==> config.mk <==
export PLATFORM = sky130hd
export DESIGN_NAME = fetch_stage
export DESIGN_NICKNAME = d
export VERILOG_FILES = /design/src/logic/cpu_pkg.sv /design/src/logic/fetch_stage.sv
export VERILOG_INCLUDE_DIRS = /design/src /design/src/logic
export SDC_FILE = /design/constraint.sdc
export NUM_CORES = 1
export LEC_CHECK = 0
export ABC_CLOCK_PERIOD_IN_PS = 4700
export BUFFER_PORTS_ARGS = -buffer_cell sky130_fd_sc_hd__buf_2
export CORE_ASPECT_RATIO = 1.5
export CORE_UTILIZATION = 51
export CTS_CLUSTER_SIZE = 20
export DETAILED_ROUTE_END_ITERATION = 12
export GPL_ROUTABILITY_DRIVEN = 0
export MAX_ROUTING_LAYER = met4
export PLACE_DENSITY = 0.95
export RECOVER_POWER = 25
export SYNTH_ARGS = -nofsm -noshare
export SYNTH_HDL_FRONTEND = slang
export SYNTH_SLANG_ARGS = --single-unit
==> constraint.sdc <==
create_clock -name clock -period 4.7 [get_ports clock]
set_input_delay 0.705 -clock clock [delete_from_list [all_inputs] [get_ports clock]]
set_output_delay 0.705 -clock clock [all_outputs]
set_load 0.01 [all_outputs]
==> src/logic/cpu_params.svh <==
`ifndef CPU_PARAMS_SVH
`define CPU_PARAMS_SVH

`define XLEN   32
`define REG_AW 5
`define RAM_AW 8        // 256 words
`define ALU_W  4

`define ALU_ADD   4'd0
`define ALU_SUB   4'd1
`define ALU_AND   4'd2
`define ALU_OR    4'd3
`define ALU_XOR   4'd4
`define ALU_SLT   4'd5
`define ALU_PASSB 4'd6  // lui

// Region code in address bits 31..29
`define MAP_RAM  3'b000
`define MAP_PWM  3'b001
`define MAP_LED  3'b010
`define MAP_GPIO 3'b011

// Word offset inside the PWM region, address bit 2
`define PWM_REG_PERIOD 1'b0
`define PWM_REG_DUTY   1'b1

`endif

==> src/logic/cpu_pkg.sv <==
`default_nettype none

`include "cpu_params.svh"

package cpu_pkg;

    typedef logic [`XLEN-1:0]   word_t;      // Data and address word
    typedef logic [`REG_AW-1:0] reg_addr_t;
    typedef logic [`ALU_W-1:0]  alu_ctrl_t;
    typedef logic [5:0]         led_t;       // Six board LEDs

endpackage

`default_nettype wire

==> src/logic/fetch_stage.sv <==
`timescale 1ns/10ps
`default_nettype none

module fetch_stage import cpu_pkg::*; (
    input  wire        clock,
    input  wire        rst,
    input  wire        enable,
    input  wire        stall,
    input  wire        branch_taken,
    input  wire word_t branch_target,
    output word_t      rom_address,
    input  wire word_t rom_data,
    output word_t      if_pc,
    output word_t      if_instr,
    output logic       if_valid
);

    word_t pc;

    assign rom_address = pc;    // ROM answers in the same cycle

    always_ff @(posedge clock) begin
        if (rst) begin
            pc       <= '0;
            if_valid <= 1'b0;
        end else if (enable) begin
            if (branch_taken) begin
                pc       <= branch_target;
                if_valid <= 1'b0;       // Squash the wrong-path fetch
            end else if (!stall) begin
                pc       <= pc + 32'd4;
                if_valid <= 1'b1;
            end
        end
    end

    // IF/ID payload, held while decode stalls
    always_ff @(posedge clock) begin
        if (enable && !stall && !branch_taken) begin
            if_pc    <= pc;
            if_instr <= rom_data;
        end
    end

    pc_aligned: assert property (@(posedge clock) disable iff (rst) pc[1:0] == 2'b00);

endmodule

`default_nettype wire

# After elaboration in Yosys (flattened, before gate mapping)
# Index checks and enable logic that the tools add are counted.
[word_totals]
register_bits = 97
input_bits = 69
elab_cells = 15
[op_classes]
n_mux = 4
reduce_logical = 5
n_eq_ne = 1
addsub = 1
[ops]
columns = ["operator", "n"]
rows = [
  ["$mux 32", 2],
  ["$add 32x3->32 const B", 1],
  ["$logic_and 1x1->1", 2],
  ["$logic_not 1->1", 2],
  ["$mux 1", 2],
  ["$ne 2x1->1 const B", 1],
  ["$reduce_and 2->1", 1],
]

# Depth between registers and ports, before layout
[logic_depth]
depth_word = 3
depth_mapped = 8

# Worst setup path before layout
# OpenSTA, ideal clock, no wires.
[synth_path]
path_type = "in2reg"
start = "input port branch_taken"
end = "register pc[11] (netlist: rom_address[11])"
path_buffers = 1
setup_slack_ns = 1.531
t_arrival_ns = 3.110
required_ns = 4.641
stages = 7
cell_sequence = "nor2_1 > nand2_1 > inv_1 > nand2b_1 > clkbuf_1 > nor4_1 > a221o_1"
[synth_between]
elab_chain_len = 2
elab_cells_between_ends = 3
classes_between = "1 x eq/ne; 1 x mux; 1 x reduce/logical"
[synth_rtl]
columns = ["element", "line", "source"]
rows = [
  ["start, declared", "fetch_stage.sv:9", "input wire branch_taken,"],
  ["$ne 2x1->1 (no source line)", "n/a", ""],
  ["$reduce_and 2->1 (no source line)", "n/a", ""],
  ["end signal, assigned", "fetch_stage.sv:28", "pc <= branch_target;"],
  ["end signal, assigned", "fetch_stage.sv:31", "pc <= pc + 32'd4;"],
  ["end, declared", "fetch_stage.sv:18", "word_t pc;"],
]
# Parallel ways exist; a longest one is shown, timed or not.
# A chain may end at the register's enable or synchronous reset.

==> impl_results.md <==
* Run status: finished, final reports clean
* Peak supply drop at 0.163 mV
* Initial DRC count at 520
* Post-synth EDFFs at 64
* Post-synth top area cell: edfxtp_1
* Drt pass-1 iters at 7
* Synth top area share at 0.503
* Worst Path Arrival at 2440 ps
* Avg Cell Area, Syn at 13.4 um^2
* Mapped Nets at 356
* Sequential-to-total area share from yosys stat at 0.676
* Final Non-Filler Cells at 558
* Setup TNS at 0 ps
* Pre-CTS WS at 2190 ps
* Pin count of the biggest net entering global routing at 69
* CP Capture Point: rom_address[11]$_SDFFE_PP0N_
* Placed cell areas at 4740 um^2
* Seq pwr share at 0.609
* DRT antenna net count at 0
* Yosys reg bits at 97
* DR vias at 3,262
* Crit. End Element: flop
* CTS Root Cell: clkbuf_8
* Comb pwr share at 0.097
* Final worst-path cycle share at 0.464
* CTS Buffer Depth at 2
* Sink Count at 97
* Synth cell types at 47
* Hold Violations, Final at 0
* Worst-case reg-to-reg path depth at 6
* CP Max Fanout at 33
* # H-tree levels at 3
* Core ar. at 7230 um^2
* Reg2reg setup slack at 2590 ps
* Critical R2R Capture: rom_address[22]$_SDFFE_PP0N_
* Pwr dens at 329 nW/um^2
* Fin crit period at 2180 ps
* Clock Pin Slew Worst Setup and Hold Paths at 90 ps
* Final Instance Area at 4900 um^2
* Slew @ Worst Pin at 1270 ps
* Worst-skew pair later-pin latency at 370 ps
* Die height at 108 um
* Hold WS at 488 ps
* Setup crit start: rst
* WP data required at 4960 ps
* Grt ovf at 0
* Post-route setup slack at 2520 ps
* DIE WIDTH at 72.7 um
* Starting Density at 0.529
* Slew headroom at 0.156
* Skew final at 13.9 ps
* Setup Viol. Count Final at 0
* Cell Area, Synth at 3820 um^2
* Overall routing resource usage at 0.299
* YS warnings at 0
* Final Max Slew Viols at 0
* Share of cells above drive strength 1 at 0.414
* Crit start category: primary input
* Hold Crit Class: reg2reg
* Internal at 1.20 mW
* Sw Share at 0.254
* CTS tree: done
* First-pass GRT wire length at 16,600 um
* Postcts setup bufs at 0
* Initial antenna violation count at 1
* Switching Power at 409 uW
* Row cnt at 38
* Routed length per instance at 19.9 um
* Fmax at 458 MHz
* Vias per std cell at 5.85
* Total Wirelength at 11,100 um
* Ys flop type: edfxtp_1
* Cts repair resizes at 0
* Cts bufs inserted at 9
* Leakage Power at 1.97 nW
* Worst r2r src: rom_address[2]$_SDFFE_PP0N_
* Pwr Total at 1.61 mW
* Max cap viols at 0
* Final core utilization at 0.678
* RSZ-0062 raised after global routing: no
* Ys async rst share at 0
* I/O Pins at 166
* Top post-synthesis cells by area: edfxtp_1 50%, dfxtp_1 17%, a22oi_1 3.1%
* Die Area at 7850 um^2
* Cts hold-fix bufs at 0
* Clock power share at 0.294
* Dpl cells at 541
* DRC at 0
* Detailed Place HPWL at 7560 um
* Vias in the first global route at 3,033
* Final nets at 522
* Setup CP Type: in2reg
* Area Growth Syn to Fin at 28.3%
* Syn Inst Count at 286
* Port Buffers at 165
cell usage in the layout, fill, tap and decap left out, types with 6 or more instances in the layout:
cell and n:
nand3_1 10, dfxtp_1 33, o22ai_1 14, nor2_1 11, a22oi_1 16, nand4_1 7, nand2_1 16, o21ai_0 11
clkbuf_8 9, buf_2 162, a21oi_1 6, xor2_1 10, edfxtp_1 64
area by class of cell:
type / instances / area, um^2
antenna: 1 / 2.50
clock buffer: 10 / 128
clock inverter: 6 / 35.0
fill: 507 / 2330
inverter: 6 / 22.5
multi-input combinational: 171 / 1170
sequential: 97 / 2580
tap: 100 / 125
timing repair buffer: 167 / 837
worst max-delay path: stages:
cell and delay [ps]:
buf_2 470, nand2b_1 710, o21ai_0 220, a221o_1 330
power groups by stage:
stage / clock [mW] / combinational (mW) / sequential [mW]
detailed placement: 0 / 0.153 / 0.999
global route: 0.508 / 0.169 / 0.986
floorplan: 0 / 0.0565 / 1.01
CTS: 0.477 / 0.156 / 0.981
finish: 0.474 / 0.157 / 0.982
global placement: 0 / 0.146 / 0.996
metal layers:
metal / vias up / part of all wire / track usage
met5: - / 0 / -
met4: 0 / 0.039 / 0.139
met3: 43 / 0.10 / 0.0904
met2: 235 / 0.53 / 0.505
met1: 1529 / 0.33 / 0.319
li1: 1455 / - / -
logic make-up after synthesis:
family          Yosys count  share of synthesized area
buf+inv                  18                     0.0183
compound gates           73                      0.135
flops                    97                      0.676
xor+xnor                 15                     0.0344
simple gates             82                      0.134
fa+ha+maj                 1                    0.00327
worst min path at each step:
stage	end	start	slack (ps)	cells after the start
6_report	if_pc[1]$_DFFE_PP_	rom_address[1]$_SDFFE_PP0P_	490	0
5_1_grt	if_instr[24]$_DFFE_PP_	rom_data[24]	480	1
4_1_cts	if_pc[0]$_DFFE_PP_	rom_address[0]$_SDFFE_PP0P_	480	0
3_5_place_dp	if_pc[0]$_DFFE_PP_	rom_address[0]$_SDFFE_PP0P_	460	0
3_3_place_gp	if_pc[0]$_DFFE_PP_	rom_address[0]$_SDFFE_PP0P_	450	0
2_1_floorplan	rom_address[0]$_SDFFE_PP0P_	rom_address[0]$_SDFFE_PP0P_	490	2
flip-flops by register name, indices dropped and copies added (netlist names):
register / cells
if_pc: 32
rom_address: 32
if_valid: 1
if_instr: 32
Yosys cell counts (6+ instances only):
library cell / instances
edfxtp_1: 64
dfxtp_1: 33
a22oi_1: 16
nand2_1: 16
o22ai_1: 14
o21ai_0: 12
nor2_1: 11
nand3_1: 10
xor2_1: 10
clkbuf_1: 9
nand4_1: 7
a21oi_1: 6
inv_1: 6
No activity file was read; power rests on OpenSTA's default activity.
