$ cat src/logic/cpu_params.svh
`ifndef CPU_PARAMS_SVH
`define CPU_PARAMS_SVH

`define XLEN   32
`define REG_AW 5
`define RAM_AW 8        // 256 words
`define ALU_W  4

`define ALU_ADD   4'd0
`define ALU_SUB   4'd1
`define ALU_AND   4'd2
`define ALU_OR    4'd3
`define ALU_XOR   4'd4
`define ALU_SLT   4'd5
`define ALU_PASSB 4'd6  // lui

// Region code in address bits 31..29
`define MAP_RAM  3'b000
`define MAP_PWM  3'b001
`define MAP_LED  3'b010
`define MAP_GPIO 3'b011

// Word offset inside the PWM region, address bit 2
`define PWM_REG_PERIOD 1'b0
`define PWM_REG_DUTY   1'b1

`endif

$ cat src/logic/cpu_pkg.sv
`default_nettype none

`include "cpu_params.svh"

package cpu_pkg;

    typedef logic [`XLEN-1:0]   word_t;      // Data and address word
    typedef logic [`REG_AW-1:0] reg_addr_t;
    typedef logic [`ALU_W-1:0]  alu_ctrl_t;
    typedef logic [5:0]         led_t;       // Six board LEDs

endpackage

`default_nettype wire

$ cat src/logic/peripheral_manager.sv
`timescale 1ns/10ps
`default_nettype none

`include "cpu_params.svh"

module peripheral_manager import cpu_pkg::*; (
    input  wire        clock,
    input  wire        rst,
    input  wire        enable,
    input  wire word_t address,
    input  wire word_t write_data,
    input  wire        write_enable,
    output led_t       led,
    output word_t      gpio_out,
    output logic       pwm1
);

    word_t period;
    word_t duty;
    word_t counter;

    always_ff @(posedge clock) begin
        if (rst) begin
            led      <= '0;
            gpio_out <= '0;
            period   <= '0;
            duty     <= '0;
        end else if (enable && write_enable) begin
            case (address[31:29])
                `MAP_LED:  led      <= write_data[5:0];
                `MAP_GPIO: gpio_out <= write_data;
                `MAP_PWM: begin
                    if (address[2] == `PWM_REG_DUTY)
                        duty <= write_data;
                    else
                        period <= write_data;
                end
                default: ;  // RAM region is not ours
            endcase
        end
    end

    // Free-running, ignores enable
    always_ff @(posedge clock) begin
        if (rst || period == '0 || counter >= period - 32'd1)
            counter <= '0;
        else
            counter <= counter + 32'd1;
    end

    assign pwm1 = period != '0 && counter < duty;

endmodule

`default_nettype wire

$ cat config.mk
export PLATFORM = sky130hd
export DESIGN_NAME = peripheral_manager
export DESIGN_NICKNAME = d
export VERILOG_FILES = /design/src/logic/cpu_pkg.sv /design/src/logic/peripheral_manager.sv
export VERILOG_INCLUDE_DIRS = /design/src /design/src/logic
export SDC_FILE = /design/constraint.sdc
export NUM_CORES = 1
export LEC_CHECK = 0
export ABC_CLOCK_PERIOD_IN_PS = 4900
export BUFFER_PORTS_ARGS = -buffer_cell sky130_fd_sc_hd__buf_2
export CAP_MARGIN = 10
export CORE_MARGIN = 2
export CORE_UTILIZATION = 57
export DETAILED_ROUTE_END_ITERATION = 10
export PLACE_DENSITY_LB_ADDON = 0.2
export SETUP_SLACK_MARGIN = 0.4
export SYNTH_ARGS = -nofsm -noshare
export SYNTH_HDL_FRONTEND = slang
export SYNTH_SLANG_ARGS = --single-unit
$ cat constraint.sdc
create_clock -name clock -period 4.9 [get_ports clock]
set_clock_uncertainty 0.2 [all_clocks]
set_input_delay 0.245 -clock clock [delete_from_list [all_inputs] [get_ports clock]]
set_output_delay 0.245 -clock clock [all_outputs]
set_load 0.03 [all_outputs]
# == Word level (Yosys, flattened, before mapping) ==
# Index checks and enable logic that the tools add are counted.
# op_classes
addsub,2
magnitude_cmp,2
n_eq_ne,3
n_bitwise,1
n_reduce_logical,10
# op_table
op,n
$add 32x1->32 const B,1
$ge 32x32->1,1
$logic_not 32->1,1
$lt 32x32->1,1
$reduce_bool 32->1,1
$sub 32x1->32 const B,1
$eq 3x2->1 const B,2
$reduce_and 3->1,2
$reduce_and 2->1,2
$eq 3x1->1 const B,1
$logic_and 1x1->1,2
$logic_or 1x1->1,2
$not 1->1,1
# totals
reg_bits,134
in_bits,68
out_inout_bits,39
wordCells,23

# == Logic depth before layout (Yosys ltp) ==
# depth
word_depth,3
ltp_mapped,15

# == Worst setup path after synthesis ==
# Ideal clock, no wire load.
# synth_timing
kind,register -> register
start,reg period[5]
end,reg counter[26]
setup_time_ns,0.062
t_arrival_ns,3.383
setup_slack_ns,1.254
path_stages_with_launch,13
n_path_buf,1
synth_period_minus_slack_ns,3.646
cell_sequence,dfxtp_1 -> or4_4 -> nor4b_1 -> nand3_1 -> xor2_1 -> ha_1 -> a21o_1 -> a21o_1 -> a221o_1 -> a31oi_1 -> o211ai_2 -> buf_6 -> nor2_2
# synth_between
elab_chain_len,3
elab_cells_between_ends,5
cone_classes,1 x add/sub; 1 x order compare; 3 x reduce/logical
# synth_lines
element,line_no,source
from (decl),peripheral_manager.sv:18,word_t period;
from (signal assigned),peripheral_manager.sv:36,period <= write_data;
$sub 32x1->32 or $logic_not 32->1 (tied branches),peripheral_manager.sv:45,if (rst || period == '0 || counter >= period - 32'd1)
$ge 32x32->1 or $logic_or 1x1->1 (tied branches),peripheral_manager.sv:45,
$logic_or 1x1->1 *,peripheral_manager.sv:45,
to (signal assigned),peripheral_manager.sv:48,counter <= counter + 32'd1;
to (decl),peripheral_manager.sv:20,word_t counter;
# Every way passes the cells marked *; elsewhere a longest branch is shown, timed or not.
# A chain may end at the register's enable or synchronous reset.

# == Final worst setup path ==
# layout_timing
start,reg period[5]
end,reg counter[7]
# The elaborated chain is that of the path after synthesis.

==> qor.csv <==
metric;value;unit
gr-total-overflow;0;
grt_max_degree;103;
final_hold_viol_count;0;
async_reset_ff_frac;0;
grt_usage;0.268;
fmax;255;MHz
yosysWarnings;0;
portBuffers;78;
fin_crit_sh;0.802;
clock_latency;0.42;ns
syn_nets;997;
postCtsSetupBuffers;0;
wl_per_cell;14.5;um
power_density;307;nW/um^2
n_antenna_cell;0;
post-route-drc-count;0;
synthesis.instances;864;
fin_util;0.696;
p_leak;3.49;nW
first_pass_iters;7;
fill_cells;939;
drt-initial-drc-count;419;
setup_tns;0;ns
gp_congestion;0.858;
period_minus_slack;3.93;ns
nNetsFinal;1097;
cts_resized;0;
die_area;13000;um^2
wl;16300;um
ios;107;
dp_cells;1058;
cts-root-buf;clkbuf_16;
avgSynthCellArea;8.00;um^2
drive_gt1_frac;0.139;
cp-start-kind;register;
synth_cell_types;43;
arrival;4.02;ns
grt_pass1_wl;27900;um
clk_pin_slew;0.06;ns
maxCapViolations;0;
placeableCoreArea;11900;um^2
place_hpwl;11000;um
worst_slack;0.972;ns
crit_path_end_kind;register;
crit_type;register to register;
ys_ff_latch;134;
vias;6060;
worstMarginPinSlew;1.09;ns
syn2layout_area_growth;19.9;%
drv_slew;0;
avgViaCountPerCell;5.39;
antenna_found_initial;0;
synth_area;6910;um^2
rsz0062_at_grt;no;
final-seq-area;2680;um^2
hold_ws;0.0744;ns
cts-hold-fix-buffers;32;
synth-edff-count;0;
grt_pass1_vias;5718;
finalNonFillerCells;1124;
setup_violations;0;
cts_sinks;134;
ir_drop;0.000263;V
outcome;complete, no violations;
cts_max_path_buffers;2;
die_x;114;um
crit_fanout;32;
htreeDepth;4;
start_util;0.580;
multi_input_comb_area;3940;um^2
place_ws;0.995;ns
cts_buffers;17;
postRouteAntennaNets;0;
relSlewSlack;0.274;
ys_seq_area_frac;0.388;
num_rows;40;
die_h;114;um
hold_path_class;primary input to register;
critPathRequiredTime;4.99;ns
synthFlopType;dfxtp_1;
cts_tree;yes;
[final cells by class]
class / count / area share
Sequential cell: 134 / 0.324
Multi-Input combinational cell: 658 / 0.476
Clock inverter: 15 / 0.0175
Inverter: 37 / 0.0168
Tap cell: 147 / 0.0222
Timing Repair Buffer: 116 / 0.0930
Clock buffer: 17 / 0.0513
[path summary, 6_finish.rpt]
kind | startpoint | endpoint | slack, ns | cells after the start
min reg2reg | gpio_out[2] | gpio_out[2] | 0.25 | 2
max | period[5] | counter[7] | 0.97 | 14
min | address[29] | led[2] | 0.07 | 4
max reg2reg | period[5] | counter[7] | 0.97 | 14
[per-layer routing]
layer	track usage	vias to the layer above	wire (um)
met1	0.392	2764	8080
li1	-	3120	-
met3	0.0715	19	1030
met5	0	-	0
met2	0.385	157	6930
met4	0.0846	0	232
[report_power, final]
group / internal, mW / switching, mW / total [mW]
clock: 0.710 / 0.524 / 1.23
combinational: 0.0843 / 0.119 / 0.203
sequential: 1.10 / 0.00712 / 1.11
total: 1.89 / 0.650 / 2.54
[metrics by stage]
step | instance area [um^2] | power (mW)
after detailed placement | 7370 | 1.31
after global placement | 7370 | 1.31
final | 8290 | 2.54
after global routing | 8290 | 2.63
after CTS | 8260 | 2.55
after floorplan | 6910 | 1.25
[cells in the final DEF, fill, tap and decap left out, types with 2 or more instances in the layout]
master         count
buf_2             78
nand2b_1           2
or3_1              3
and3_1             7
nor3_1            14
a31oi_1            2
nor4_1             5
dfxtp_1          134
a21o_1            16
clkinvlp_4         4
or4_4              2
mux2i_1            6
a221o_1            3
a211oi_1           3
and4_1             5
o21ai_0            6
buf_8              2
dlygate4sd3_1     32
nor2_1            54
clkbuf_16         17
nor2_2            10
and2_1             5
inv_6              5
xnor2_1           31
xor2_1            28
clkinv_2           2
buf_4              4
nand4_1           15
inv_8              2
ha_1              65
nand3_1           17
inv_1             37
a21oi_1          115
or4_1              3
nand2_1          225
[sequential cells by signal, summed over array words and instances, names as in the netlist]
register / flops
duty: 32
gpio_out: 32
led: 6
counter: 32
period: 32
[kinds of logic (layout without fill, tap and decap cells)]
group	count (synthesis)	after routing	synth area share
xor gates and xnor gates	59	59	0.0748
muxes	6	6	0.00869
buffers and inverters	72	185	0.0424
and+or+nand+nor	377	377	0.246
AOI/OAI and AO/OA	151	151	0.122
adders and majority gates	65	65	0.118
DFF	134	134	0.388
[worst max-delay path: stages (launching register included)]
cell and delay, ns:
dfxtp_1 0.36, or4_4 0.60, nor4b_4 0.35, and3_2 0.26
nand2_1 0.09, nor4_1 0.25, xnor2_1 0.13, ha_1 0.31
nand4_1 0.15, nor4_1 0.30, a22o_1 0.19, nor3_1 0.06
o211ai_2 0.07, buf_4 0.37, nor2_1 0.09
[cells in the mapped netlist (5+ instances only)]
master	count	area share
nand3_1	17	0.012
clkbuf_1	32	0.017
a21o_1	16	0.017
nor3_1	15	0.011
dfxtp_1	134	0.39
xor2_1	28	0.035
nor2_2	10	0.0090
and4_1	5	0.0063
nand2_1	225	0.12
o21ai_0	6	0.0043
and2_1	5	0.0045
nor2_1	54	0.029
nand4_1	15	0.014
ha_1	65	0.12
mux2i_1	6	0.0087
a21oi_1	115	0.083
nor4_1	5	0.0045
inv_1	37	0.020
and3_1	7	0.0063
xnor2_1	31	0.039
Note: power is estimated with default switching activity, not from simulation.
