<file path="src/logic/cpu_params.svh">
`ifndef CPU_PARAMS_SVH
`define CPU_PARAMS_SVH

`define XLEN   32
`define REG_AW 5
`define RAM_AW 8        // 256 words
`define ALU_W  4

`define ALU_ADD   4'd0
`define ALU_SUB   4'd1
`define ALU_AND   4'd2
`define ALU_OR    4'd3
`define ALU_XOR   4'd4
`define ALU_SLT   4'd5
`define ALU_PASSB 4'd6  // lui

// Region code in address bits 31..29
`define MAP_RAM  3'b000
`define MAP_PWM  3'b001
`define MAP_LED  3'b010
`define MAP_GPIO 3'b011

// Word offset inside the PWM region, address bit 2
`define PWM_REG_PERIOD 1'b0
`define PWM_REG_DUTY   1'b1

`endif

</file>
<file path="src/logic/cpu_pkg.sv">
`default_nettype none

`include "cpu_params.svh"

package cpu_pkg;

    typedef logic [`XLEN-1:0]   word_t;      // Data and address word
    typedef logic [`REG_AW-1:0] reg_addr_t;
    typedef logic [`ALU_W-1:0]  alu_ctrl_t;
    typedef logic [5:0]         led_t;       // Six board LEDs

endpackage

`default_nettype wire

</file>
<file path="src/logic/memory_stage.sv">
`timescale 1ns/10ps
`default_nettype none

`include "cpu_params.svh"

module memory_stage import cpu_pkg::*; (
    input  wire            clock,
    input  wire            rst,
    input  wire            enable,
    input  wire word_t     ex_result,
    input  wire word_t     ex_store_value,
    input  wire            ex_mem_read,
    input  wire            ex_mem_write,
    input  wire            ex_reg_write,
    input  wire reg_addr_t ex_rd,
    output word_t          mem_addr,
    output word_t          mem_write_data,
    output logic           ram_write_enable,
    output logic           per_write_enable,
    input  wire word_t     ram_read_data,
    output logic           wb_write_enable,
    output reg_addr_t      wb_rd,
    output word_t          wb_value
);

    logic [2:0] region;
    word_t      load_data;

    assign region           = ex_result[31:29];
    assign mem_addr         = ex_result;
    assign mem_write_data   = ex_store_value;
    assign ram_write_enable = ex_mem_write && region == `MAP_RAM;
    assign per_write_enable = ex_mem_write && region != `MAP_RAM;
    assign load_data        = (region == `MAP_RAM) ? ram_read_data : '0;  // Peripherals read as zero

    always_ff @(posedge clock) begin
        if (rst)
            wb_write_enable <= 1'b0;
        else if (enable)
            wb_write_enable <= ex_reg_write;
    end

    // MEM/WB drives the register bank write port directly
    always_ff @(posedge clock) begin
        if (enable) begin
            wb_rd    <= ex_rd;
            wb_value <= ex_mem_read ? load_data : ex_result;
        end
    end

    load_xor_store: assert property (@(posedge clock) disable iff (rst)
        !(ex_mem_read && ex_mem_write));

endmodule

`default_nettype wire

</file>
<file path="config.mk">
export PLATFORM = sky130hd
export DESIGN_NAME = memory_stage
export DESIGN_NICKNAME = d
export VERILOG_FILES = /design/src/logic/cpu_pkg.sv /design/src/logic/memory_stage.sv
export VERILOG_INCLUDE_DIRS = /design/src /design/src/logic
export SDC_FILE = /design/constraint.sdc
export NUM_CORES = 1
export LEC_CHECK = 0
export ABC_AREA = 1
export BUFFER_PORTS_ARGS = -buffer_cell sky130_fd_sc_hd__buf_2
export CORE_MARGIN = 5
export CORE_UTILIZATION = 38
export CTS_BUF_LIST = sky130_fd_sc_hd__clkbuf_16
export DETAILED_ROUTE_END_ITERATION = 8
export PLACE_DENSITY = 0.93
export REMOVE_ABC_BUFFERS = 1
export SLEW_MARGIN = 30
export SYNTH_ARGS = -nofsm -noshare
export SYNTH_HDL_FRONTEND = slang
export SYNTH_SLANG_ARGS = --single-unit
export TNS_END_PERCENT = 5
</file>
<file path="constraint.sdc">
create_clock -name clock -period 1.31 [get_ports clock]
set_clock_uncertainty 0.15 [all_clocks]
set_input_delay 0.131 -clock clock [delete_from_list [all_inputs] [get_ports clock]]
set_output_delay 0.131 -clock clock [all_outputs]
set_load 0.05 [all_outputs]
</file>
# Word-level counts from Yosys, hierarchy flattened
# Index checks and enable logic that the tools add are counted.
[word_totals]
register_bits = 38
inputBits = 107
output_inout_bits = 104
word_cells = 9
[op_classes]
muxes = 2
n_reduce_logical = 4
[ops]
columns = ["cell", "count"]
rows = [
  ["$mux W32", 2],
  ["$logic_not A3 Y1", 1],
  ["$reduce_bool A3 Y1", 1],
  ["$logic_and A1 B1 Y1", 2],
]

# Depth between registers and ports, before layout
[logic_depth]
ltp_word = 3
ltp_mapped = 6

# Least setup slack after synthesis
# No wires, ideal clock.
[synth_timing]
path_type = "in2out"
start = "input ex_result[30]"
end = "output ram_write_enable"
t_arrival_ns = 1.094
t_required_ns = 1.029
path_slack_ns = -0.065
path_stages = 4
n_path_buf = 1
path_cell_list = "nor2_8 buf_8 nand2_1 nor2_1"
[synth_between]
elab_chain_cells = 2
[synth_rtl]
columns = ["element", "line_no", "rtl"]
rows = [
  ["start: declaration", "memory_stage.sv:10", "input wire word_t ex_result,"],
  ["$logic_not A3 Y1 (no source line)", "n/a", ""],
  ["$logic_and A1 B1 Y1 (no source line)", "n/a", ""],
  ["end: declaration", "memory_stage.sv:18", "output logic ram_write_enable,"],
]
# Every way passes these cells.

# Final worst setup path
[layout_timing]
start = "input ex_result[5]"
end = "output mem_addr[5]"
[layout_rtl]
columns = ["element", "line_no", "rtl"]
rows = [
  ["end: declaration", "memory_stage.sv:16", "output word_t mem_addr,"],
]
# No word-level cell between the ends.

==> results.yml <==
route:
  antenna_left: 0
  routed_via_density: 4.62
  drtPass1Iterations: 4
  wl_per_cell_um: 15.6
  wl_um: 7370
  via_count: 2188
  drc: 0
  drt_iter0_drc: 73
yosys:
  synth-seq-cells: 38
  synth_edf_count: 37
  yosys.area.top_type: "edfxtp_1"
  yosys_warnings: 0
  yosysTopAreaCellShare_pct: 45.9
  synth_commonest_cells: "nand2_1 (99), buf_4 (70), edfxtp_1 (37)"
  synthArstFlopShare_pct: 0
  netlist_top_cells_area: "edfxtp_1 (46%), buf_4 (22%), nand2_1 (15%), nand3_1 (6.6%), inv_1 (5.3%)"
  ys.flop_type: "edfxtp_1"
  synth_cell_type_count: 14
  syn_area_per_cell_um2: 8.46
  syn_area_mm2: 0.00242
  postSynthCellCount: 286
  synth.most_common_cell: "nand2_1"
  ys_seq_area_share_pct: 46.8
placed_design:
  port_buffers: 146
  placed_cells_incl_taps: 439
  gp_congestion: 0.710
  dp_hpwl_um: 5490
floorplan:
  die_w_um: 89.8
  die_area_mm2: 0.00806
  rows: 29
  ios: 211
  start_util_pct: 38.5
  core_mm2: 0.00628
  die_h_um: 89.8
clocking:
  root_buffer: "clkbuf_16"
  clkLatencyLatePin_ps: 270
  clkTransAtPathRegs_ps: 60
  cts.path.max_buffers: 2
  cts_tree: "done"
  ctsHtreeMaxLevel: 2
  cts.sinks: 38
  cts-buffers-inserted: 5
setup_path:
  crit_family: "buffers and inverters"
  ff2ff_path_depth: 2
  crit_slowest_cell: "dlygate4sd3_1"
  r2r-start: "wb_write_enable$_SDFFE_PP0P_"
  cpPeakStageDelay_ps: 530
  rrSetupSlack_ps: 580
  path_max_fanout: 2
  cp.required_ps: 1030
  critPathKind: "input port to output port"
  worst_setup_path_end_kind: "output port"
  crit_path_start: "ex_result[5]"
  start_kind: "input port"
  path_common_cell: "buf_2"
  r2r_end: "wb_write_enable$_SDFFE_PP0P_"
  worst_ep_arrival_time_ps: 1020
  worstPathCellList: "dlygate4sd3_1 -> buf_2 -> buf_2"
  critical_path_buf_inv_count: 3
sta:
  whs_ps: 3.75
  tightest_slew_ps: 541
  max_slew_margin_pct: 63.9
  setup_viol: 0
  fin_crit_ps: 1300
  drv_slew: 0
  rsz0062_at_grt: "false"
  finalHoldViolCount: 0
  fin_crit_sh_pct: 99.3
  fmax_mhz: 769
global_route:
  grt_antenna_before_repair: 0
  grt_pass1_vias: 2307
  grt_usage_pct: 17.9
  overflow: 0
  grt_pass1_wl_um: 11600
  grt_max_degree: 40
layout:
  antenna_cells: 0
  stdcell_count: 474
  nFillCells: 572
  layout.nets: 503
  syn2layout_area_growth_pct: 33.3
  drive_gt1_share_pct: 41.3
  utilization_pct: 51.4
pwr:
  power.total_mw: 4.13
  powerDensity_mw_per_mm2: 1280
  p_leak_nw: 1.82
  vdd.ir_drop.worst_mv: 0.709
run_status:
  status: "complete, no violations"
flow_run:
  max_cap_violations: 0
min_path:
  hp-start: "ex_result[9]"
  min_delay_path_depth: 3
  min_to: "wb_value[9]$_DFFE_PP_"
  hold_class: "input port to flop"
-- worst max-delay path by stage --
stage                                   endpoint  slack (ps)  cells past startpoint
after floorplan                 ram_write_enable        -140                      3
after global placement    wb_value[27]$_DFFE_PP_         190                      5
after detailed placement   wb_value[2]$_DFFE_PP_         130                      4
after CTS                           mem_addr[20]           5                      3
after global routing                mem_addr[10]           1                      3
final                                mem_addr[5]           9                      3
-- where the power goes --
group / total (mW) / switching, mW / leakage [nW] / internal [mW]
combinational: 1.12 / 0.815 / 1.36 / 0.310
clock: 1.53 / 0.447 / 0.0915 / 1.08
sequential: 1.47 / 0.0233 / 0.366 / 1.45
total: 4.13 / 1.28 / 1.82 / 2.84
-- registers in the layout, summed over array words and instances, names as in the netlist --
name             cells
wb_rd                5
wb_write_enable      1
wb_value            32
-- through the flow --
| stage | setup TNS, ps | area (um^2) | setup WS [ps] |
|---|---|---|---|
| after global placement | 0 | 2730 | 191 |
| after global routing | 0 | 3220 | 1.12 |
| after floorplan | -140 | 1840 | -140 |
| after CTS | 0 | 3190 | 5.29 |
| final | 0 | 3220 | 9.13 |
| after detailed placement | 0 | 2730 | 132 |
-- cell families after synthesis --
group	after synthesis	share of synthesized area (%)
and+or+nand+nor	133	23.0
buffers and inverters	113	29.7
DFF	38	46.8
AOI/OAI and AO/OA	2	0.569
-- routing by layer --
layer / part of all wire, % / wire length [um] / track usage, % / vias to the layer above
met5: 0.66 / 49 / 7.05 / -
met2: 45 / 3340 / 27.3 / 163
met1: 38 / 2840 / 19.5 / 967
met4: 1.8 / 131 / 5.42 / 2
met3: 14 / 1020 / 12.3 / 16
li1: - / - / - / 1040
-- worst register-to-register path, stage by stage (launching register included) --
cell and delay, ps:
dfxtp_1 330, nand2_1 60, a21oi_1 120
-- timing repair --
action	4_1_cts	5_1_grt
hold buffers	27	0
buffers inserted	0	0
hold endpoints to repair	26	0
setup endpoints to repair	0	15
resized for setup	0	17
-- cell type report --
cell class	instances	area, um^2	area share (%)
Sequential cell	38	1130	35.1
Timing Repair Buffer	180	1100	34.2
Multi-Input combinational cell	135	569	17.7
Inverter	36	135	4.19
Clock buffer	5	125	3.88
Tap cell	77	96.3	2.99
Clock inverter	3	63.8	1.98
-- placed cells by master (no fill, tap or decap) --
cell,synthesis,routed
edfxtp_1,37,37
clkbuf_4,0,13
inv_2,2,2
buf_2,4,131
nor2_8,1,1
inv_1,34,34
buf_12,0,1
a21oi_2,1,1
nor2_1,1,1
bufinv_16,0,2
clkbuf_16,0,5
nand2_1,99,99
dlygate4sd3_1,0,27
dfxtp_1,1,1
clkinv_1,0,1
nand3_1,32,32
a21oi_1,1,1
buf_4,70,8
Note: power is estimated with default switching activity, not from simulation.
