==> src/logic/cpu_params.svh <==
`ifndef CPU_PARAMS_SVH
`define CPU_PARAMS_SVH

`define XLEN   32
`define REG_AW 5
`define RAM_AW 8        // 256 words
`define ALU_W  4

`define ALU_ADD   4'd0
`define ALU_SUB   4'd1
`define ALU_AND   4'd2
`define ALU_OR    4'd3
`define ALU_XOR   4'd4
`define ALU_SLT   4'd5
`define ALU_PASSB 4'd6  // lui

// Region code in address bits 31..29
`define MAP_RAM  3'b000
`define MAP_PWM  3'b001
`define MAP_LED  3'b010
`define MAP_GPIO 3'b011

// Word offset inside the PWM region, address bit 2
`define PWM_REG_PERIOD 1'b0
`define PWM_REG_DUTY   1'b1

`endif

==> src/logic/cpu_pkg.sv <==
`default_nettype none

`include "cpu_params.svh"

package cpu_pkg;

    typedef logic [`XLEN-1:0]   word_t;      // Data and address word
    typedef logic [`REG_AW-1:0] reg_addr_t;
    typedef logic [`ALU_W-1:0]  alu_ctrl_t;
    typedef logic [5:0]         led_t;       // Six board LEDs

endpackage

`default_nettype wire

==> src/logic/execute_stage.sv <==
`timescale 1ns/10ps
`default_nettype none

`include "cpu_params.svh"

module execute_stage import cpu_pkg::*; (
    input  wire            clock,
    input  wire            rst,
    input  wire            enable,
    input  wire            id_valid,
    input  wire word_t     id_pc,
    input  wire reg_addr_t id_rs1,
    input  wire reg_addr_t id_rs2,
    input  wire word_t     id_rs1_value,
    input  wire word_t     id_rs2_value,
    input  wire word_t     id_imm,
    input  wire alu_ctrl_t id_alu_ctrl,
    input  wire            id_alu_src,
    input  wire            id_mem_read,
    input  wire            id_mem_write,
    input  wire            id_reg_write,
    input  wire reg_addr_t id_rd,
    input  wire            id_branch,
    input  wire            id_branch_ne,
    input  wire            wb_write_enable,
    input  wire reg_addr_t wb_rd,
    input  wire word_t     wb_value,
    output word_t          ex_result,
    output word_t          ex_store_value,
    output logic           ex_mem_read,
    output logic           ex_mem_write,
    output logic           ex_reg_write,
    output reg_addr_t      ex_rd,
    output logic           branch_taken,
    output word_t          branch_target
);

    word_t op_a;
    word_t op_b;
    word_t alu_b;
    word_t alu_out;

    // Newest producer wins; a load in EX/MEM has no data yet
    function automatic word_t forward(reg_addr_t src, word_t reg_value);
        if (ex_reg_write && !ex_mem_read && ex_rd != '0 && ex_rd == src)
            return ex_result;
        if (wb_write_enable && wb_rd != '0 && wb_rd == src)
            return wb_value;
        return reg_value;
    endfunction

    always_comb begin
        op_a = forward(id_rs1, id_rs1_value);
        op_b = forward(id_rs2, id_rs2_value);
    end

    assign alu_b = id_alu_src ? id_imm : op_b;

    always_comb begin
        case (id_alu_ctrl)
            `ALU_SUB:   alu_out = op_a - alu_b;
            `ALU_AND:   alu_out = op_a & alu_b;
            `ALU_OR:    alu_out = op_a | alu_b;
            `ALU_XOR:   alu_out = op_a ^ alu_b;
            `ALU_SLT:   alu_out = word_t'($signed(op_a) < $signed(alu_b));
            `ALU_PASSB: alu_out = alu_b;
            default:    alu_out = op_a + alu_b;
        endcase
    end

    assign branch_taken  = id_valid && id_branch && ((op_a == op_b) != id_branch_ne);
    assign branch_target = id_pc + id_imm;

    always_ff @(posedge clock) begin
        if (rst) begin
            ex_mem_read  <= 1'b0;
            ex_mem_write <= 1'b0;
            ex_reg_write <= 1'b0;
        end else if (enable) begin
            ex_mem_read  <= id_mem_read;
            ex_mem_write <= id_mem_write;
            ex_reg_write <= id_reg_write;
        end
    end

    always_ff @(posedge clock) begin
        if (enable) begin
            ex_result      <= alu_out;
            ex_store_value <= op_b;     // Forwarded store data
            ex_rd          <= id_rd;
        end
    end

endmodule

`default_nettype wire

==> config.mk <==
export PLATFORM = sky130hd
export DESIGN_NAME = execute_stage
export DESIGN_NICKNAME = d
export VERILOG_FILES = /design/src/logic/cpu_pkg.sv /design/src/logic/execute_stage.sv
export VERILOG_INCLUDE_DIRS = /design/src /design/src/logic
export SDC_FILE = /design/constraint.sdc
export NUM_CORES = 1
export LEC_CHECK = 0
export BUFFER_PORTS_ARGS = -buffer_cell sky130_fd_sc_hd__buf_2
export CELL_PAD_IN_SITES_DETAIL_PLACEMENT = 1
export CELL_PAD_IN_SITES_GLOBAL_PLACEMENT = 2
export CORE_MARGIN = 2
export CORE_UTILIZATION = 34
export CTS_CLUSTER_DIAMETER = 100
export DETAILED_ROUTE_END_ITERATION = 8
export PLACE_DENSITY = 0.95
export SLEW_MARGIN = 10
export SYNTH_ARGS = -nofsm -noshare
export SYNTH_HDL_FRONTEND = slang
export SYNTH_SLANG_ARGS = --single-unit
==> constraint.sdc <==
create_clock -name clock -period 14.5 [get_ports clock]
set_clock_uncertainty 0.05 [all_clocks]
set_input_delay 3.625 -clock clock [delete_from_list [all_inputs] [get_ports clock]]
set_output_delay 3.625 -clock clock [all_outputs]
set_load 0.03 [all_outputs]
==> Word level (Yosys, flattened, before mapping) <==
Index checks and enable logic that the tools add are counted.
{ "totals": {"reg_bits": 72, "in_bits": 195, "output_inout_bits": 105, "elab_cells": 53} }
{ "classes": {"n_addsub": 3, "n_lt_le_gt_ge": 1, "eq_ne": 12, "n_mux": 16, "n_bitwise": 3, "n_reduce_logical": 12} }
{ "ops": {"columns": ["op", "n"], "rows": [
  ["32-bit two-way mux", 9],
  ["32-bit case mux with 6 select lines", 1],
  ["32-bit adder", 2],
  ["32-bit bitwise AND", 1],
  ["32-bit equality test", 1],
  ["32-bit < comparator", 1],
  ["32-bit OR", 1],
  ["32-bit subtractor", 1],
  ["32-bit bitwise XOR", 1],
  ["5-bit equality test", 4],
  ["4-bit by 3-bit equality test with 1-bit output, second input constant", 3],
  ["5-bit nonzero test", 2],
  ["1-bit logical AND", 9],
  ["4-bit by 2-bit equality test with 1-bit output, second input constant", 2],
  ["1-bit two-way mux", 6],
  ["4-bit by 1-bit equality test with 1-bit output, second input constant", 1],
  ["1-bit logical NOT", 1],
  ["1-bit inequality test", 1]
]} }

==> Logic depth before layout (Yosys ltp) <==
{ "depth": {"depth_word": 11, "mapped_depth": 21, "ltp_nobuf": 19} }

==> Worst setup path before layout <==
Ideal clock, no wire load.
{ "synth_timing": {"path_kind": "input -> output", "start": "input id_pc[1]", "end": "output branch_target[31]", "arrival_time_ns": 6.684, "t_required_ns": 10.825, "path_slack_ns": 4.141, "path_stages": 11, "n_path_buf": 0, "cell_sequence": "ha_1 -> a21o_1 -> a211oi_1 -> o21ai_0 -> and3_1 -> a41o_1 -> a31oi_1 -> o22ai_1 -> o41ai_1 -> nor2_1 -> a211oi_1"} }
{ "synth_between": {"elab_chain_len": 1} }
{ "synth_rtl": {"columns": ["element", "line", "source"], "rows": [
  ["from (decl)", "execute_stage.sv:11", "input wire word_t id_pc,"],
  ["32-bit adder", "execute_stage.sv:72", "assign branch_target = id_pc + id_imm;"],
  ["to (decl)", "execute_stage.sv:35", "output word_t branch_target"]
]} }
Every way passes these cells.

==> Worst setup path in the final report <==
{ "layout_timing": {"start": "input wb_rd[1]", "end": "output branch_taken"} }
{ "layout_between": {"elab_chain_len": 10, "word_cells_on_any_way": 19, "cone_classes": "4 x eq/ne; 10 x mux; 5 x reduce/logical"} }
{ "layout_rtl": {"columns": ["element", "line", "source"], "rows": [
  ["from (decl)", "execute_stage.sv:26", "input wire reg_addr_t wb_rd,"],
  ["5-bit nonzero test", "execute_stage.sv:47", "if (wb_write_enable && wb_rd != '0 && wb_rd == src)"],
  ["1-bit logical AND (2 in a row)", "execute_stage.sv:47", null],
  ["1-bit two-way mux (2 in a row)", "execute_stage.sv:47", null],
  ["32-bit two-way mux", "execute_stage.sv:49", "return reg_value;"],
  ["32-bit two-way mux", "execute_stage.sv:47", null],
  ["32-bit equality test (*)", "execute_stage.sv:71", "assign branch_taken = id_valid && id_branch && ((op_a == op_b) != id_branch_ne);"],
  ["1-bit inequality test (*)", "execute_stage.sv:71", null],
  ["1-bit logical AND (*)", "execute_stage.sv:71", null],
  ["to (decl)", "execute_stage.sv:34", "output logic branch_taken,"]
]} }
Mark *: on every way between the ends. The rest lies on a longest branch, timed or not. The select of a mux whose other input is x is not followed.

==> results.sh <==
export IMPL_status="finished clean"
export IMPL_routabilityCongestion=0.986
export IMPL_tightest_slew_ns=1.27
export IMPL_maxSlewHeadroom_pct=14.7
export IMPL_worstPathCellList="buf_2 -> or4_4 -> o21ai_4 -> buf_4 -> o31ai_1 -> a31oi_1 -> inv_1 -> xnor2_1 -> nor4_1 -> nand4_1 -> nor4_2 -> xor2_1 -> and3_1 -> buf_2"
export IMPL_r2r_slack_ns=6.83
export IMPL_ys_seq_area_share_pct=18.8
export IMPL_dr_total_vias=13800
export IMPL_via_count_of_the_first_global_routing_pass=13600
export IMPL_switching_power_mw=0.583
export IMPL_comb_power_share_pct=52.9
export IMPL_detailedRoute_firstIterationViolations=1946
export IMPL_wire_length_of_the_first_global_routing_pass_um=87100
export IMPL_drt_first_pass_iters=5
export IMPL_post_drt_wl_per_cell_um=27.6
export IMPL_timing_final_ws_setup_ns=2.78
export IMPL_hold_violations=0
export IMPL_ios=300
export IMPL_path_delay_family="simple AND/OR/NAND/NOR gates"
export IMPL_critPathMaxFanout=32
export IMPL_netlist_cell_type_count=77
export IMPL_area_growth_syn_to_layout_pct=19.7
export IMPL_syn_instance_count=1439
export IMPL_report_final_setup_viol=0
export IMPL_routed_via_density=6.47
export IMPL_worstSetupPathType="in2out"
export IMPL_timing_hold_worst_class="reg2reg"
export IMPL_synth_top_flop_cell="sky130_fd_sc_hd__edfxtp_1"
export IMPL_setup_total_negative_slack_ns=0
export IMPL_post_cts_setup_buffer_count=0
export IMPL_tritoncts_num_sinks=72
export IMPL_power_share_sequential_pct=23.0
export IMPL_route_final_wire_length_um=58700
export IMPL_ctsResizeCount=0
export IMPL_power_internal_mw=0.663
export IMPL_critPathSlowestCell="sky130_fd_sc_hd__o21ai_4"
export IMPL_cts_root_to_sink_buffers=2
export IMPL_most_common_layout_cells="sky130_fd_sc_hd__buf_2, sky130_fd_sc_hd__ha_1, sky130_fd_sc_hd__a21oi_1"
export IMPL_floorplan_initialDensity_pct=34.7
export IMPL_io_buffers=299
export IMPL_layout_worst_path_cycle_share_pct=80.8
export IMPL_crit_required_ns=10.82
export IMPL_grt_setup_unrepaired="false"
export IMPL_crit_buf_inv=4
export IMPL_tmin_final_ns=11.72
export IMPL_most_common_cell_after_layout_fill_and_taps_aside="sky130_fd_sc_hd__buf_2"
export IMPL_yosysWarningCount=0
export IMPL_fp_row_count=66
export IMPL_worstPathArrival_ns=8.04
export IMPL_die_area_mm2=0.0348
export IMPL_power_density_mw_per_mm2=91.9
export IMPL_final_layout_size_suffix_gt1_share_pct=23.6
export IMPL_postSynthNetCount=1764
export IMPL_timing_max_cap_violations=0
export IMPL_critPathMaxStageDelay_ns=0.79
export IMPL_largest_net_degree_at_the_start_of_global_routing=54
export IMPL_power_static_leakage_nw=5.85
export IMPL_cts_made_buffers=9
export IMPL_fmaxAchievable_ghz=0.0854
export IMPL_drc_errors_left=0
export IMPL_synth_area_mm2=0.0113
export IMPL_clock_root_buffer="sky130_fd_sc_hd__clkbuf_16"
export IMPL_initial_antenna_violation_count=0
export IMPL_ir_drop_uv=64.7
export IMPL_startpoint_type="input port"
export IMPL_synth_area_per_cell_um2=7.86
export IMPL_synth_seq_cells=72
export IMPL_chip_height_um=186
export IMPL_dpl_worst_slack_ns=2.94
export IMPL_cts_hold_fix_buffers=0
export IMPL_track_usage_pct=32.6
export IMPL_route_antenna_remaining_nets=0
export IMPL_synth_edf_count=69
export IMPL_timing_final_max_slew_violations=0
export IMPL_fp_coreArea_mm2=0.0326
export IMPL_end_kind="output pin"
export IMPL_clk_pin_slew_ns=0.06
export IMPL_most_numerous_cell_on_the_critical_path="sky130_fd_sc_hd__buf_2"
export IMPL_grt_overflow=0
export IMPL_die_x_um=186
export IMPL_ys_async_sr_fraction_pct=0
export IMPL_clock_tree_htree_level_count=3
export IMPL_clock_group_share_of_total_power_pct=24.1
export IMPL_clkLatencyLatePin_ns=0.37
export IMPL_tritoncts="built"
export IMPL_detailedPlacementHpwl_um=45200
export IMPL_finish_net_count=2004
export IMPL_switching_share_pct=46.8
[worst min-delay path, delay by kind of cell, from the launching register on]
family	cells	cell delay, ns
flops	1	0.33
simple gates	1	0.07
mux	1	0.07
[layout make-up]
| type | count | area (um2) |
|---|---|---|
| Timing Repair Buffer | 327 | 1710 |
| Clock inverter | 6 | 130 |
| Sequential cell | 72 | 2130 |
| Multi-Input combinational cell | 1162 | 8380 |
| Inverter | 107 | 402 |
| Fill cell | 4087 | 19100 |
| Tap cell | 442 | 553 |
| Clock buffer | 10 | 239 |
| Antenna cell | 1 | 2.50 |
[path summary, 6_finish.rpt]
check | end | startpoint | depth (start not counted)
setup / recovery | branch_taken | wb_rd[1] | 14
hold / removal | ex_mem_write | ex_mem_write | 2
setup reg to reg | ex_result[0] | ex_rd[1] | 19
hold reg to reg | ex_mem_write | ex_mem_write | 2
[flip-flops by register name, summed over array words and instances (netlist names)]
| name | flops |
|---|---|
| ex_mem_read | 1 |
| ex_mem_write | 1 |
| ex_rd | 5 |
| ex_reg_write | 1 |
| ex_result | 32 |
| ex_store_value | 32 |
[power by group through the flow]
| stage | clock network [mW] | logic, mW | registers [mW] |
|---|---|---|---|
| finish | 0.300 | 0.659 | 0.286 |
| global route | 0.302 | 0.698 | 0.287 |
| CTS | 0.298 | 0.643 | 0.284 |
| detailed placement | 0 | 0.640 | 0.289 |
| global placement | 0 | 0.625 | 0.289 |
| floorplan | 0 | 0.379 | 0.318 |
[layer usage]
layer	share of wire [%]	vias to the layer above	track usage (%)
li1	-	5978	-
met1	41	6757	43.1
met2	44	879	50.7
met3	11	155	6.70
met4	4.7	0	15.4
met5	0	-	0
[cells in the mapped netlist (all sizes together), types with 5 or more instances]
cell / count / share of area (%)
nand3: 13 / 0.62
a221oi: 22 / 1.8
o21bai: 16 / 1.1
a31oi: 62 / 3.8
o21a: 6 / 0.40
nor3: 21 / 0.93
o221ai: 13 / 1.0
xnor2: 75 / 5.8
a211oi: 13 / 0.86
nand2b: 12 / 0.66
mux2i: 21 / 1.9
o211ai: 19 / 1.3
inv: 107 / 3.5
clkbuf: 58 / 1.9
nor4: 61 / 3.4
mux2: 15 / 1.5
o22ai: 21 / 1.2
a21o: 36 / 2.4
ha: 127 / 14
a221o: 7 / 0.63
and2: 7 / 0.39
o21ai: 57 / 2.7
a211o: 5 / 0.39
nor2b: 7 / 0.39
a22oi: 8 / 0.53
o31ai: 52 / 3.4
a31o: 7 / 0.54
nor2: 117 / 3.9
nand4: 62 / 3.4
and3: 7 / 0.39
a21oi: 122 / 5.4
buf: 40 / 2.1
edfxtp: 69 / 18
nand2: 68 / 2.3
xor2: 17 / 1.3
or3: 7 / 0.39
[per-stage QoR]
step | hold slack (ns) | utilization (%) | cells | power (mW) | instance area, um2
after floorplan | 0.580 | - | 1439 | 0.697 | 11300
after global placement | 0.422 | 40.4 | 2110 | 0.914 | 13200
after detailed placement | 0.448 | 40.4 | 2110 | 0.928 | 13200
after CTS | 0.462 | 41.5 | 2126 | 1.23 | 13500
after global routing | 0.491 | 41.5 | 2126 | 1.29 | 13500
final | 0.454 | 41.5 | 2127 | 1.25 | 13500
[cells by family after synthesis]
group                    Yosys count  share of synthesized area [%]
AO/OA/AOI/OAI                    510                           30.9
XOR/XNOR                          92                           7.12
adder cells (fa/ha/maj)          130                           14.6
buffers and inverters            205                           7.60
flip-flops                        72                           18.8
multiplexers                      36                           3.35
AND/OR/NAND/NOR                  394                           17.6
Power figures use the tool's default switching activity.
